`src/logic/cpuPkg.sv`:
```
package cpuPkg;

   // bus and register widths
   localparam int DATA_W = 8;
   localparam int WORD_W = 16;
   localparam int ADDR_W = 24;

   localparam logic [WORD_W-1:0] RESET_PC = 16'h8000;   // bank 0 entry point

   // status register bit positions, NVMXDIZC
   localparam int FLAG_C = 0;
   localparam int FLAG_Z = 1;
   localparam int FLAG_I = 2;
   localparam int FLAG_D = 3;   // stored only, no decimal arithmetic
   localparam int FLAG_X = 4;
   localparam int FLAG_M = 5;
   localparam int FLAG_V = 6;
   localparam int FLAG_N = 7;

   // 8-bit A and index registers, interrupts masked
   localparam logic [DATA_W-1:0] P_RESET = DATA_W'(
      (0 << FLAG_N) | (0 << FLAG_V) | (1 << FLAG_M) | (1 << FLAG_X) |
      (0 << FLAG_D) | (1 << FLAG_I) | (0 << FLAG_Z) | (0 << FLAG_C));

   // status update modes for the register file
   localparam logic [1:0] FM_NONE = 2'd0;
   localparam logic [1:0] FM_NZ   = 2'd1;
   localparam logic [1:0] FM_NZVC = 2'd2;
   localparam logic [1:0] FM_P    = 2'd3;   // set or clear bits by mask

   // kept 65C816 opcodes, anything else runs as NOP
   typedef enum logic [7:0] {
      OP_LDA_IMM = 8'hA9,
      OP_LDX_IMM = 8'hA2,
      OP_LDY_IMM = 8'hA0,
      OP_ADC_IMM = 8'h69,
      OP_SBC_IMM = 8'hE9,
      OP_AND_IMM = 8'h29,
      OP_ORA_IMM = 8'h09,
      OP_EOR_IMM = 8'h49,
      OP_INX     = 8'hE8,
      OP_DEX     = 8'hCA,
      OP_INY     = 8'hC8,
      OP_DEY     = 8'h88,
      OP_TAX     = 8'hAA,
      OP_TXA     = 8'h8A,
      OP_TAY     = 8'hA8,
      OP_TYA     = 8'h98,
      OP_XBA     = 8'hEB,
      OP_CLC     = 8'h18,
      OP_SEC     = 8'h38,
      OP_REP     = 8'hC2,
      OP_SEP     = 8'hE2,
      OP_STA_ABS = 8'h8D,
      OP_STX_ABS = 8'h8E,
      OP_STY_ABS = 8'h8C,
      OP_BEQ     = 8'hF0,
      OP_BNE     = 8'hD0,
      OP_BCC     = 8'h90,
      OP_BCS     = 8'hB0,
      OP_BRA     = 8'h80,
      OP_NOP     = 8'hEA,
      OP_STP     = 8'hDB
   } opcodeE;

   typedef enum logic [2:0] {
      ALU_PASS,
      ALU_ADC,
      ALU_SBC,
      ALU_AND,
      ALU_OR,
      ALU_XOR,
      ALU_INC,
      ALU_DEC
   } aluOpE;

   typedef enum logic {
      ADDR_PC,    // program counter
      ADDR_OPR    // operand address plus byte offset
   } addrSrcE;

   typedef enum logic [2:0] {
      SEL_NONE,
      SEL_A,
      SEL_X,
      SEL_Y,
      SEL_OPR
   } regSelE;

   typedef logic [2:0] stepT;

endpackage

```
`src/logic/cpuAddressUnit.sv`:
```
`timescale 1ns/100ps

module cpuAddressUnit import cpuPkg::*;
(
   input  logic              CLK,
   input  logic              RST_N,
   input  logic              RDY_IN,
   input  logic              pcInc,
   input  logic              branchTake,
   input  addrSrcE           addrSrc,
   input  logic              byteOff,
   input  logic              writeStrobe,
   input  logic [WORD_W-1:0] operand,
   input  logic [WORD_W-1:0] storeData,
   output logic [ADDR_W-1:0] A_OUT,
   output logic [DATA_W-1:0] D_OUT,
   output logic              WE_N
);

   logic [WORD_W-1:0] pc;
   logic [WORD_W-1:0] branchOff;
   logic [WORD_W-1:0] dataAddr;

   // 8-bit relative offset, sign extended
   assign branchOff = {{(WORD_W-DATA_W){operand[DATA_W-1]}}, operand[DATA_W-1:0]};

   always_ff @(posedge CLK)
   begin
      if (!RST_N)
         pc <= RESET_PC;
      else if (RDY_IN)
      begin
         if (pcInc)
            pc <= pc + 16'd1;
         else if (branchTake)
            pc <= pc + branchOff;   // relative to the byte after the offset
      end
   end

   assign dataAddr = operand + {{(WORD_W-1){1'b0}}, byteOff};

   // everything lives in bank 0
   assign A_OUT = (addrSrc == ADDR_PC) ? {{(ADDR_W-WORD_W){1'b0}}, pc} :
                                         {{(ADDR_W-WORD_W){1'b0}}, dataAddr};

   assign D_OUT = byteOff ? storeData[WORD_W-1:DATA_W] : storeData[DATA_W-1:0];
   assign WE_N = ~writeStrobe;

endmodule

```
`src/logic/cpuAlu.sv`:
```
`timescale 1ns/100ps

module cpuAlu import cpuPkg::*;
(
   input  logic [WORD_W-1:0] a,
   input  logic [WORD_W-1:0] b,
   input  aluOpE             aluOp,
   input  logic              wide,
   input  logic              carryIn,
   output logic [WORD_W-1:0] result,
   output logic              n,
   output logic              v,
   output logic              z,
   output logic              c
);

   logic [WORD_W-1:0] bOp;
   logic [WORD_W:0]   sum;
   logic [DATA_W:0]   sumLo;
   logic [WORD_W-1:0] raw;
   logic              arith;
   logic              signA;
   logic              signB;
   logic              signR;

   assign arith = (aluOp == ALU_ADC) || (aluOp == ALU_SBC);
   assign bOp = (aluOp == ALU_SBC) ? ~b : b;   // subtract as a + ~b + carry

   assign sum = {1'b0, a} + {1'b0, bOp} + {{WORD_W{1'b0}}, carryIn};
   assign sumLo = {1'b0, a[DATA_W-1:0]} + {1'b0, bOp[DATA_W-1:0]} + {{DATA_W{1'b0}}, carryIn};

   always_comb
   begin
      case (aluOp)
         ALU_ADC, ALU_SBC:
            raw = sum[WORD_W-1:0];
         ALU_AND:
            raw = a & b;
         ALU_OR:
            raw = a | b;
         ALU_XOR:
            raw = a ^ b;
         ALU_INC:
            raw = a + 16'd1;
         ALU_DEC:
            raw = a - 16'd1;
         default:
            raw = a;   // pass
      endcase
   end

   // 8-bit mode keeps the high byte of a
   assign result = wide ? raw : {a[WORD_W-1:DATA_W], raw[DATA_W-1:0]};

   assign signA = wide ? a[WORD_W-1] : a[DATA_W-1];
   assign signB = wide ? bOp[WORD_W-1] : bOp[DATA_W-1];
   assign signR = wide ? raw[WORD_W-1] : raw[DATA_W-1];

   assign n = signR;
   assign z = wide ? (raw == '0) : (raw[DATA_W-1:0] == '0);
   assign v = arith & (signA == signB) & (signR != signA);   // signed overflow
   assign c = !arith ? carryIn : wide ? sum[WORD_W] : sumLo[DATA_W];

endmodule

```
`src/logic/cpuCore.sv`:
```
`timescale 1ns/100ps

module cpuCore import cpuPkg::*;
(
   input  logic              CLK,
   input  logic              RST_N,
   input  logic              RDY_IN,
   input  logic [DATA_W-1:0] D_IN,
   output logic [DATA_W-1:0] D_OUT,
   output logic [ADDR_W-1:0] A_OUT,
   output logic              WE_N,
   output logic              VPA,
   output logic              VDA,
   output logic              LAST_CYCLE
);

   aluOpE             aluOp;
   regSelE            srcSel;
   regSelE            dstSel;
   addrSrcE           addrSrc;
   logic              wide;
   logic              loadLo;
   logic              loadHi;
   logic [1:0]        flagMode;
   logic              pcInc;
   logic              branchTake;
   logic              writeStrobe;
   logic              byteOff;
   logic [DATA_W-1:0] p;
   logic [WORD_W-1:0] aluA;
   logic [WORD_W-1:0] aluB;
   logic [WORD_W-1:0] aluResult;
   logic [WORD_W-1:0] storeData;
   logic              n;
   logic              v;
   logic              z;
   logic              c;

   cpuSequencer i_sequencer (
      .CLK(CLK), .RST_N(RST_N), .RDY_IN(RDY_IN), .D_IN(D_IN), .p(p),
      .aluOp(aluOp), .srcSel(srcSel), .dstSel(dstSel), .wide(wide),
      .loadLo(loadLo), .loadHi(loadHi), .flagMode(flagMode),
      .pcInc(pcInc), .branchTake(branchTake), .writeStrobe(writeStrobe),
      .addrSrc(addrSrc), .byteOff(byteOff),
      .VPA(VPA), .VDA(VDA), .LAST_CYCLE(LAST_CYCLE)
   );

   cpuAlu i_alu (
      .a(aluA), .b(aluB), .aluOp(aluOp), .wide(wide), .carryIn(p[FLAG_C]),
      .result(aluResult), .n(n), .v(v), .z(z), .c(c)
   );

   cpuRegisters i_registers (
      .CLK(CLK), .RST_N(RST_N), .RDY_IN(RDY_IN), .D_IN(D_IN),
      .srcSel(srcSel), .dstSel(dstSel), .wide(wide),
      .loadLo(loadLo), .loadHi(loadHi), .flagMode(flagMode), .aluOp(aluOp),
      .aluResult(aluResult), .n(n), .v(v), .z(z), .c(c),
      .aluA(aluA), .aluB(aluB), .p(p), .storeData(storeData)
   );

   // aluB is the operand latch, stable outside load cycles
   cpuAddressUnit i_addressUnit (
      .CLK(CLK), .RST_N(RST_N), .RDY_IN(RDY_IN),
      .pcInc(pcInc), .branchTake(branchTake), .addrSrc(addrSrc),
      .byteOff(byteOff), .writeStrobe(writeStrobe),
      .operand(aluB), .storeData(storeData),
      .A_OUT(A_OUT), .D_OUT(D_OUT), .WE_N(WE_N)
   );

endmodule

```
`src/logic/cpuRegisters.sv`:
```
`timescale 1ns/100ps

module cpuRegisters import cpuPkg::*;
(
   input  logic              CLK,
   input  logic              RST_N,
   input  logic              RDY_IN,
   input  logic [DATA_W-1:0] D_IN,
   input  regSelE            srcSel,
   input  regSelE            dstSel,
   input  logic              wide,
   input  logic              loadLo,
   input  logic              loadHi,
   input  logic [1:0]        flagMode,
   input  aluOpE             aluOp,
   input  logic [WORD_W-1:0] aluResult,
   input  logic              n,
   input  logic              v,
   input  logic              z,
   input  logic              c,
   output logic [WORD_W-1:0] aluA,
   output logic [WORD_W-1:0] aluB,
   output logic [DATA_W-1:0] p,
   output logic [WORD_W-1:0] storeData
);

   logic [WORD_W-1:0] regA;
   logic [WORD_W-1:0] regX;
   logic [WORD_W-1:0] regY;
   logic [DATA_W-1:0] regP;
   logic [DATA_W-1:0] pNext;
   logic [DATA_W-1:0] pMask;
   logic [WORD_W-1:0] opr;
   logic [WORD_W-1:0] oprNext;
   logic [WORD_W-1:0] srcVal;
   logic              swapA;
   logic              xRise;

   // immediate bytes bypass the latch in the cycle they arrive
   assign oprNext = {loadHi ? D_IN : opr[WORD_W-1:DATA_W], loadLo ? D_IN : opr[DATA_W-1:0]};

   always_comb
   begin
      case (srcSel)
         SEL_A:   srcVal = regA;
         SEL_X:   srcVal = regX;
         SEL_Y:   srcVal = regY;
         SEL_OPR: srcVal = oprNext;
         default: srcVal = '0;
      endcase
   end

   // A to A pass only happens for XBA
   assign swapA = (srcSel == SEL_A) && (dstSel == SEL_A) && (aluOp == ALU_PASS);
   assign aluA = swapA ? {regA[DATA_W-1:0], regA[WORD_W-1:DATA_W]} : srcVal;
   assign aluB = oprNext;
   assign storeData = srcVal;
   assign p = regP;

   assign pMask = (srcSel == SEL_OPR) ? oprNext[DATA_W-1:0] : DATA_W'(1 << FLAG_C);

   always_comb
   begin
      pNext = regP;
      case (flagMode)
         FM_NZ:
         begin
            pNext[FLAG_N] = n;
            pNext[FLAG_Z] = z;
         end
         FM_NZVC:
         begin
            pNext[FLAG_N] = n;
            pNext[FLAG_V] = v;
            pNext[FLAG_Z] = z;
            pNext[FLAG_C] = c;
         end
         FM_P:
            pNext = (aluOp == ALU_OR) ? (regP | pMask) : (regP & ~pMask);   // SEP/SEC or REP/CLC
         default:
            ;
      endcase
   end

   assign xRise = ~regP[FLAG_X] & pNext[FLAG_X];

   always_ff @(posedge CLK)
   begin
      if (!RST_N)
      begin
         regA <= '0;
         regX <= '0;
         regY <= '0;
         regP <= P_RESET;
      end
      else if (RDY_IN)
      begin
         case (dstSel)
            SEL_A:
            begin
               regA[DATA_W-1:0] <= aluResult[DATA_W-1:0];
               if (wide || srcSel == SEL_A)   // B survives 8-bit loads and transfers
                  regA[WORD_W-1:DATA_W] <= aluResult[WORD_W-1:DATA_W];
            end
            SEL_X:
               regX <= wide ? aluResult : {8'h00, aluResult[DATA_W-1:0]};
            SEL_Y:
               regY <= wide ? aluResult : {8'h00, aluResult[DATA_W-1:0]};
            default:
               ;
         endcase
         regP <= pNext;
         if (xRise)
         begin
            regX[WORD_W-1:DATA_W] <= 8'h00;   // index regs drop to 8 bits
            regY[WORD_W-1:DATA_W] <= 8'h00;
         end
      end
   end

   always_ff @(posedge CLK)
   begin
      if (RDY_IN)
         opr <= oprNext;
   end

endmodule

```
`src/logic/cpuSequencer.sv`:
```
`timescale 1ns/100ps

module cpuSequencer import cpuPkg::*;
(
   input  logic              CLK,
   input  logic              RST_N,
   input  logic              RDY_IN,
   input  logic [DATA_W-1:0] D_IN,
   input  logic [DATA_W-1:0] p,
   output aluOpE             aluOp,
   output regSelE            srcSel,
   output regSelE            dstSel,
   output logic              wide,
   output logic              loadLo,
   output logic              loadHi,
   output logic [1:0]        flagMode,
   output logic              pcInc,
   output logic              branchTake,
   output logic              writeStrobe,
   output addrSrcE           addrSrc,
   output logic              byteOff,
   output logic              VPA,
   output logic              VDA,
   output logic              LAST_CYCLE
);

   stepT       step;
   opcodeE     ir;
   opcodeE     op;
   logic       stopped;
   regSelE     dstReg;
   logic [1:0] fm;
   logic       isImm;
   logic       isStore;
   logic       isBranch;
   logic       isStop;
   logic       taken;
   logic       last;
   logic       accWide;
   logic       idxWide;

   assign op = (step == 3'd0) ? opcodeE'(D_IN) : ir;   // opcode is on the bus in cycle 0
   assign accWide = ~p[FLAG_M];
   assign idxWide = ~p[FLAG_X];

   // what the instruction does, independent of the cycle
   always_comb
   begin
      aluOp = ALU_PASS;
      srcSel = SEL_NONE;
      dstReg = SEL_NONE;
      fm = FM_NONE;
      wide = 1'b0;
      isImm = 1'b0;
      isStore = 1'b0;
      isBranch = 1'b0;
      isStop = 1'b0;
      taken = 1'b0;
      case (op)
         OP_LDA_IMM, OP_LDX_IMM, OP_LDY_IMM:
         begin
            isImm = 1'b1;
            srcSel = SEL_OPR;
            fm = FM_NZ;
            dstReg = (op == OP_LDA_IMM) ? SEL_A : (op == OP_LDX_IMM) ? SEL_X : SEL_Y;
            wide = (op == OP_LDA_IMM) ? accWide : idxWide;
         end
         OP_ADC_IMM, OP_SBC_IMM, OP_AND_IMM, OP_ORA_IMM, OP_EOR_IMM:
         begin
            isImm = 1'b1;
            srcSel = SEL_A;
            dstReg = SEL_A;
            wide = accWide;
            fm = (op == OP_ADC_IMM || op == OP_SBC_IMM) ? FM_NZVC : FM_NZ;
            aluOp = (op == OP_ADC_IMM) ? ALU_ADC :
                    (op == OP_SBC_IMM) ? ALU_SBC :
                    (op == OP_AND_IMM) ? ALU_AND :
                    (op == OP_ORA_IMM) ? ALU_OR : ALU_XOR;
         end
         OP_INX, OP_DEX, OP_INY, OP_DEY:
         begin
            srcSel = (op == OP_INX || op == OP_DEX) ? SEL_X : SEL_Y;
            dstReg = srcSel;
            fm = FM_NZ;
            wide = idxWide;
            aluOp = (op == OP_INX || op == OP_INY) ? ALU_INC : ALU_DEC;
         end
         OP_TAX, OP_TAY:
         begin
            srcSel = SEL_A;
            dstReg = (op == OP_TAX) ? SEL_X : SEL_Y;
            fm = FM_NZ;
            wide = idxWide;   // width of the destination
         end
         OP_TXA, OP_TYA:
         begin
            srcSel = (op == OP_TXA) ? SEL_X : SEL_Y;
            dstReg = SEL_A;
            fm = FM_NZ;
            wide = accWide;
         end
         OP_XBA:
         begin
            srcSel = SEL_A;   // register file swaps the bytes
            dstReg = SEL_A;
            fm = FM_NZ;
         end
         OP_CLC, OP_SEC:
         begin
            fm = FM_P;
            aluOp = (op == OP_SEC) ? ALU_OR : ALU_AND;
         end
         OP_REP, OP_SEP:
         begin
            isImm = 1'b1;
            srcSel = SEL_OPR;   // mask comes from the immediate
            fm = FM_P;
            aluOp = (op == OP_SEP) ? ALU_OR : ALU_AND;
         end
         OP_STA_ABS, OP_STX_ABS, OP_STY_ABS:
         begin
            isStore = 1'b1;
            srcSel = (op == OP_STA_ABS) ? SEL_A : (op == OP_STX_ABS) ? SEL_X : SEL_Y;
            wide = (op == OP_STA_ABS) ? accWide : idxWide;
         end
         OP_BEQ, OP_BNE, OP_BCC, OP_BCS, OP_BRA:
         begin
            isBranch = 1'b1;
            taken = (op == OP_BEQ) ? p[FLAG_Z] :
                    (op == OP_BNE) ? ~p[FLAG_Z] :
                    (op == OP_BCC) ? ~p[FLAG_C] :
                    (op == OP_BCS) ? p[FLAG_C] : 1'b1;
         end
         OP_STP:
            isStop = 1'b1;
         default:
            ;
      endcase
   end

   // per-cycle bus and strobe control
   always_comb
   begin
      pcInc = 1'b0;
      branchTake = 1'b0;
      writeStrobe = 1'b0;
      addrSrc = ADDR_PC;
      byteOff = 1'b0;
      loadLo = 1'b0;
      loadHi = 1'b0;
      VPA = 1'b0;
      VDA = 1'b0;
      last = 1'b0;
      if (!stopped)
      begin
         case (step)
            3'd0:
            begin
               pcInc = 1'b1;
               VPA = 1'b1;
               last = isStop;
            end
            3'd1:
               if (isImm || isStore || isBranch)
               begin
                  pcInc = 1'b1;
                  VPA = 1'b1;
                  loadLo = 1'b1;
                  last = (isImm & ~wide) | (isBranch & ~taken);
               end
               else
                  last = 1'b1;   // implied ops finish here
            3'd2:
               if (isBranch)
               begin
                  branchTake = 1'b1;
                  last = 1'b1;
               end
               else
               begin
                  pcInc = 1'b1;
                  VPA = 1'b1;
                  loadHi = 1'b1;
                  last = isImm;
               end
            3'd3:
            begin
               addrSrc = ADDR_OPR;   // low byte write
               VDA = 1'b1;
               writeStrobe = 1'b1;
               last = ~wide;
            end
            3'd4:
            begin
               addrSrc = ADDR_OPR;
               byteOff = 1'b1;
               VDA = 1'b1;
               writeStrobe = 1'b1;
               last = 1'b1;
            end
            default:
               last = 1'b1;
         endcase
      end
   end

   // results only commit in the final cycle
   assign dstSel = last ? dstReg : SEL_NONE;
   assign flagMode = last ? fm : FM_NONE;
   assign LAST_CYCLE = last;

   always_ff @(posedge CLK)
   begin
      if (!RST_N)
      begin
         step <= 3'd0;
         ir <= OP_NOP;
         stopped <= 1'b0;
      end
      else if (RDY_IN && !stopped)
      begin
         if (step == 3'd0)
            ir <= op;
         if (last && isStop)
            stopped <= 1'b1;   // frozen until reset
         step <= last ? 3'd0 : step + 3'd1;
      end
   end

endmodule

```
`config.mk`:
```
export PLATFORM = sky130hd
export DESIGN_NAME = cpuCore
export DESIGN_NICKNAME = d
export VERILOG_FILES = /design/src/logic/cpuPkg.sv /design/src/logic/cpuAddressUnit.sv /design/src/logic/cpuAlu.sv /design/src/logic/cpuCore.sv /design/src/logic/cpuRegisters.sv /design/src/logic/cpuSequencer.sv
export SDC_FILE = /design/constraint.sdc
export NUM_CORES = 1
export LEC_CHECK = 0
export BUFFER_PORTS_ARGS = -buffer_cell sky130_fd_sc_hd__buf_2
export CORE_ASPECT_RATIO = 0.6
export CORE_MARGIN = 2
export CORE_UTILIZATION = 50
export DETAILED_ROUTE_END_ITERATION = 10
export PLACE_DENSITY = 0.76
export SLEW_MARGIN = 30
export SYNTH_ARGS = -nofsm -noshare
export SYNTH_HDL_FRONTEND = slang
export SYNTH_SLANG_ARGS = --single-unit
export TNS_END_PERCENT = 100
```
`constraint.sdc`:
```
create_clock -name CLK -period 8.9 [get_ports CLK]
set_clock_uncertainty 0.05 [all_clocks]
set_input_delay 1.335 -clock CLK [delete_from_list [all_inputs] [get_ports CLK]]
set_output_delay 1.335 -clock CLK [all_outputs]
set_load 0.005 [all_outputs]
```
==> impl_summary.txt <==
----------------------------------------------------
[Power and ir drop]
  Combinational cell fraction of total power ... 33.5%
  Leakage power summed over all cells ... 0.00443 uW
  Proportion of total power due to net switching ... 36.1%
  Maximum VDD drop ... about 0.00009 V
  Total power per unit cell area ... 134 mW/mm2
  Int Pwr ... 875 uW
  Clock power share ... between 30% and 40%
  Switching power of the nets ... 495 uW
  Final Power ... 1370 uW
  Sequential group share of total power ... 34.6%

[Setup path]
  Critical path launch point type ... register
  Origin of the worst setup path ... i_sequencer.step[0]
  CP Class ... register to register
  Worst-case reg-to-reg path depth ... 24
  Peak fanout along the critical path ... 30
  Worst Path Arrival ... 8.67 ns
  Reg-to-reg setup timing slack ... 0.45 ns
  Startpoint of the worst register-to-register path ... i_sequencer.step[0]
  CP Capture Type ... register
  WP data required ... 9.13 ns

[Clock tree]
  Number of hold buffers added after CTS ... 0
  Clk sinks ... 96
  TritonCTS buffer count ... 9
  TritonCTS clock tree ... built
  Insertion delay to the later sink of the worst-skew pair ... 0.37 ns
  Clock-pin slew on the worst setup and hold paths ... around 0.070 ns
  Buffer type at the clock tree root ... sky130_fd_sc_hd__clkbuf_16
  Number of resized instances in the post-cts repair step ... 0
  CTS H-tree depth ... 3
  Number of setup buffers added after CTS ... 0
  CTS max path bufs ... 2

[Die]
  Area of the core region ... 0.0183 mm2
  Vertical die dimension ... 110 um
  Initial Utilization ... 51.5%
  Full die area ... 0.0199 mm2
  Die width ... 181 um
  Boundary Pins ... 47
  Site Rows ... 38

[Global routing]
  Via count of the first global-routing pass ... 8527
  Global-route wire length before repair ... between 50000 and 60000 um
  GRT Util Overall ... ~34%
  Remaining global-route overflow ... 0
  Maximum number of pins on one net before global-route repair ... 47
  Initial antenna violation count ... 0

[Synthesis]
  Post-synthesis sequential element count ... 96
  Combinational family with the most area after synthesis ... compound AO/OA/AOI/OAI gates
  Post-synthesis instance area ... 0.00940 mm2
  Xor-xnor portion of the synthesized cell area ... 4.94%
  Adder and majority cell fraction of the synthesized area ... 11.9%
  Main synth FF type ... sky130_fd_sc_hd__dfxtp_1
  Fraction of synthesized area in multiplexers ... roughly 8.6%
  Share of synthesized cell area in and, or, nand and nor gates ... 20.1%
  Number of enable-type register cells in the synthesized netlist ... 16
  Fraction of synthesis flops using an asynchronous set or reset pin ... 0%
  Number of cells produced by synthesis ... approximately 1200
  Number of warnings printed during yosys synthesis ... 0
  Mean instance size in the synthesized netlist ... 7.85 um2
  Compound-cell area share of the yosys netlist ... 26.2%
  Number of distinct library cell variants in the gate-level netlist after synthesis ... 92
  Sequential fraction of the synthesis area ... 22.1%

[Routing]
  Routed wire per std cell ... between 20 and 25 um
  Vias per inst ... 6.52
  Remaining DRCs ... 0
  Via count of the routed design ... 9568
  Initial DRT Pass Iterations ... 7
  Final routed wirelength across all metal layers ... 33400 um
  Antenna Violating Nets Remaining ... 0
  1st-iter DRT viols ... between 1500 and 2000

[STA]
  Final hold viol count ... 0
  Setup repair after global routing missed its margin ... no
  Fmax ... between 100 and 150 MHz
  Worst hold slack after final layout ... 0.408 ns
  Final number of setup-violating endpoints ... 0
  Total Neg Setup Slack ... 0 ns
  Post-route clock period utilization ... 94.9%
  Tightest Pin Transition ... between 1 and 1.5 ns
  Final Critical Period ... between 8 and 9 ns
  Final max-slew violation count ... 0
  Worst slew margin relative to its limit ... about 33%

[Hold path]
  Startpoint of the tightest hold check path ... i_registers.regY[9]
  Class of the worst hold path ... register to register
  Destination of the worst hold path ... i_registers.regY[9]
  Worst hold stages ... 2

[Place]
  IO Port Bufs ... 38
  Detailed-placement wirelength estimate ... 25700 um
  Final RePlAce weighted congestion ... around 1.1

[Cells and area]
  Final-stage net count ... 1320
  Area growth from synthesis to layout ... 8.60%
  Sequential Area ... 0.00208 mm2
  Multi-input gate area in the final layout ... between 0.006 and 0.007 mm2
  Layout fillers ... 1748
  Fraction of final layout cells sized beyond drive strength 1 ... 11.8%

[Outcome]
  Result of the run ... finished clean

[Flow run]
  Total of max-cap violations ... 0

----------------------------------------------------
## cell usage after synthesis (all sizes together), types with 22 or more instances
cell | instances | share of area, %
buf | 22 | 1.7
o21ai | 65 | 3.5
dfxtp | 80 | 17
nand2 | 128 | 5.1
clkbuf | 43 | 1.7
nor2 | 117 | 4.7
ha | 83 | 11
xnor2 | 42 | 3.9
nor3 | 28 | 1.5
mux2i | 53 | 6.1
a21oi | 93 | 5.0
nand3 | 22 | 1.2
inv | 66 | 2.6
## critical path, cell delays in order (launching register included)
cell and delay [ns]:
sky130_fd_sc_hd__dfxtp_1 0.34, sky130_fd_sc_hd__inv_1 0.10, sky130_fd_sc_hd__ha_1 0.44, sky130_fd_sc_hd__nand2b_4 0.33, sky130_fd_sc_hd__a31oi_1 0.58, sky130_fd_sc_hd__o21ai_1 0.25, sky130_fd_sc_hd__a32oi_2 0.26, sky130_fd_sc_hd__buf_4 0.23
sky130_fd_sc_hd__o211a_1 0.58, sky130_fd_sc_hd__nor2_1 0.34, sky130_fd_sc_hd__buf_4 0.28, sky130_fd_sc_hd__a222oi_1 0.59, sky130_fd_sc_hd__nand2_1 0.09, sky130_fd_sc_hd__o21ai_0 0.37, sky130_fd_sc_hd__inv_1 0.38, sky130_fd_sc_hd__ha_1 0.43
sky130_fd_sc_hd__a21o_1 0.23, sky130_fd_sc_hd__a21o_1 0.19, sky130_fd_sc_hd__a221o_1 0.39, sky130_fd_sc_hd__xnor2_1 0.15, sky130_fd_sc_hd__o221ai_1 0.14, sky130_fd_sc_hd__o221ai_1 0.50, sky130_fd_sc_hd__nor4bb_1 0.62, sky130_fd_sc_hd__o2111ai_1 0.23
sky130_fd_sc_hd__o41ai_2 0.23
## cell type report
type,instances,area share (%)
Antenna cell,1,0.0245
Clock buffer,10,2.28
Clock inverter,6,0.907
Inverter,66,2.43
Multi-Input combinational cell,978,66.7
Sequential cell,96,20.4
Tap cell,240,2.94
Timing Repair Buffer,71,4.29
## metal layers
metal | routed length (um) | vias up | global-route usage (%)
li1 | - | 4428 | -
met1 | 15400 | 4479 | 50.8
met2 | 12400 | 588 | 45.7
met3 | 4750 | 73 | 11.3
met4 | 842 | 0 | 9.76
met5 | 0 | - | 0
## flip-flops by register name, summed over array words and instances, names as in the netlist, named ones only
register	flops
i_registers.p	1
i_registers.regA	16
i_registers.regY	16
i_sequencer.ir	8
i_addressUnit.pc	16
i_sequencer.step	3
i_sequencer.stopped	1
i_registers.regX	16
i_registers.opr	16
## kinds of logic (layout without fill, tap and decap cells)
| kind of cell | Yosys count | count (layout) |
|---|---|---|
| AO/OA/AOI/OAI | 360 | 360 |
| XOR/XNOR | 53 | 53 |
| adder cells (fa/ha/maj) | 87 | 87 |
| buffers and inverters | 131 | 153 |
| flip-flops | 96 | 96 |
| multiplexers | 74 | 74 |
| other | 1 | 9 |
| AND/OR/NAND/NOR | 396 | 396 |
## layout by cell type (no fill, tap or decap), types with 16 or more instances in the layout
cell,count
sky130_fd_sc_hd__dfxtp_1,80
sky130_fd_sc_hd__o21ai_0,60
sky130_fd_sc_hd__mux2_2,20
sky130_fd_sc_hd__a31oi_1,16
sky130_fd_sc_hd__nor2_1,117
sky130_fd_sc_hd__a21oi_1,92
sky130_fd_sc_hd__xnor2_1,42
sky130_fd_sc_hd__ha_1,83
sky130_fd_sc_hd__mux2i_1,47
sky130_fd_sc_hd__nand3_1,22
sky130_fd_sc_hd__nand2_1,127
sky130_fd_sc_hd__inv_1,62
sky130_fd_sc_hd__buf_4,33
sky130_fd_sc_hd__edfxtp_1,16
sky130_fd_sc_hd__buf_2,38
sky130_fd_sc_hd__nor3_1,26
sky130_fd_sc_hd__a21o_1,18
## metrics by stage
stage / instances / instance area (um2) / utilization [%] / setup slack [ns]
final: 1468 / 10200 / 55.9 / 0.455
after global routing: 1467 / 10200 / 55.9 / 0.169
after CTS: 1467 / 10200 / 55.8 / 0.840
after detailed placement: 1451 / 9860 / 54.0 / 0.489
after global placement: 1451 / 9860 / 54.0 / 0.450
after floorplan: 1205 / 9430 / - / 1.40
## power groups by stage
stage	logic, uW	registers, uW	clock network [uW]
2_1_floorplan	322	480	0
4_1_cts	444	474	440
3_5_place_dp	442	484	0
3_3_place_gp	440	484	0
5_1_grt	499	477	457
6_report	459	475	436
## how the worst max path moves through the flow
stage / cells past startpoint / to
after floorplan: 27 / register
after global placement: 23 / register
after detailed placement: 23 / register
after CTS: 24 / register
after global routing: 23 / register
final: 24 / register
No activity file was read; power rests on OpenSTA's default activity.
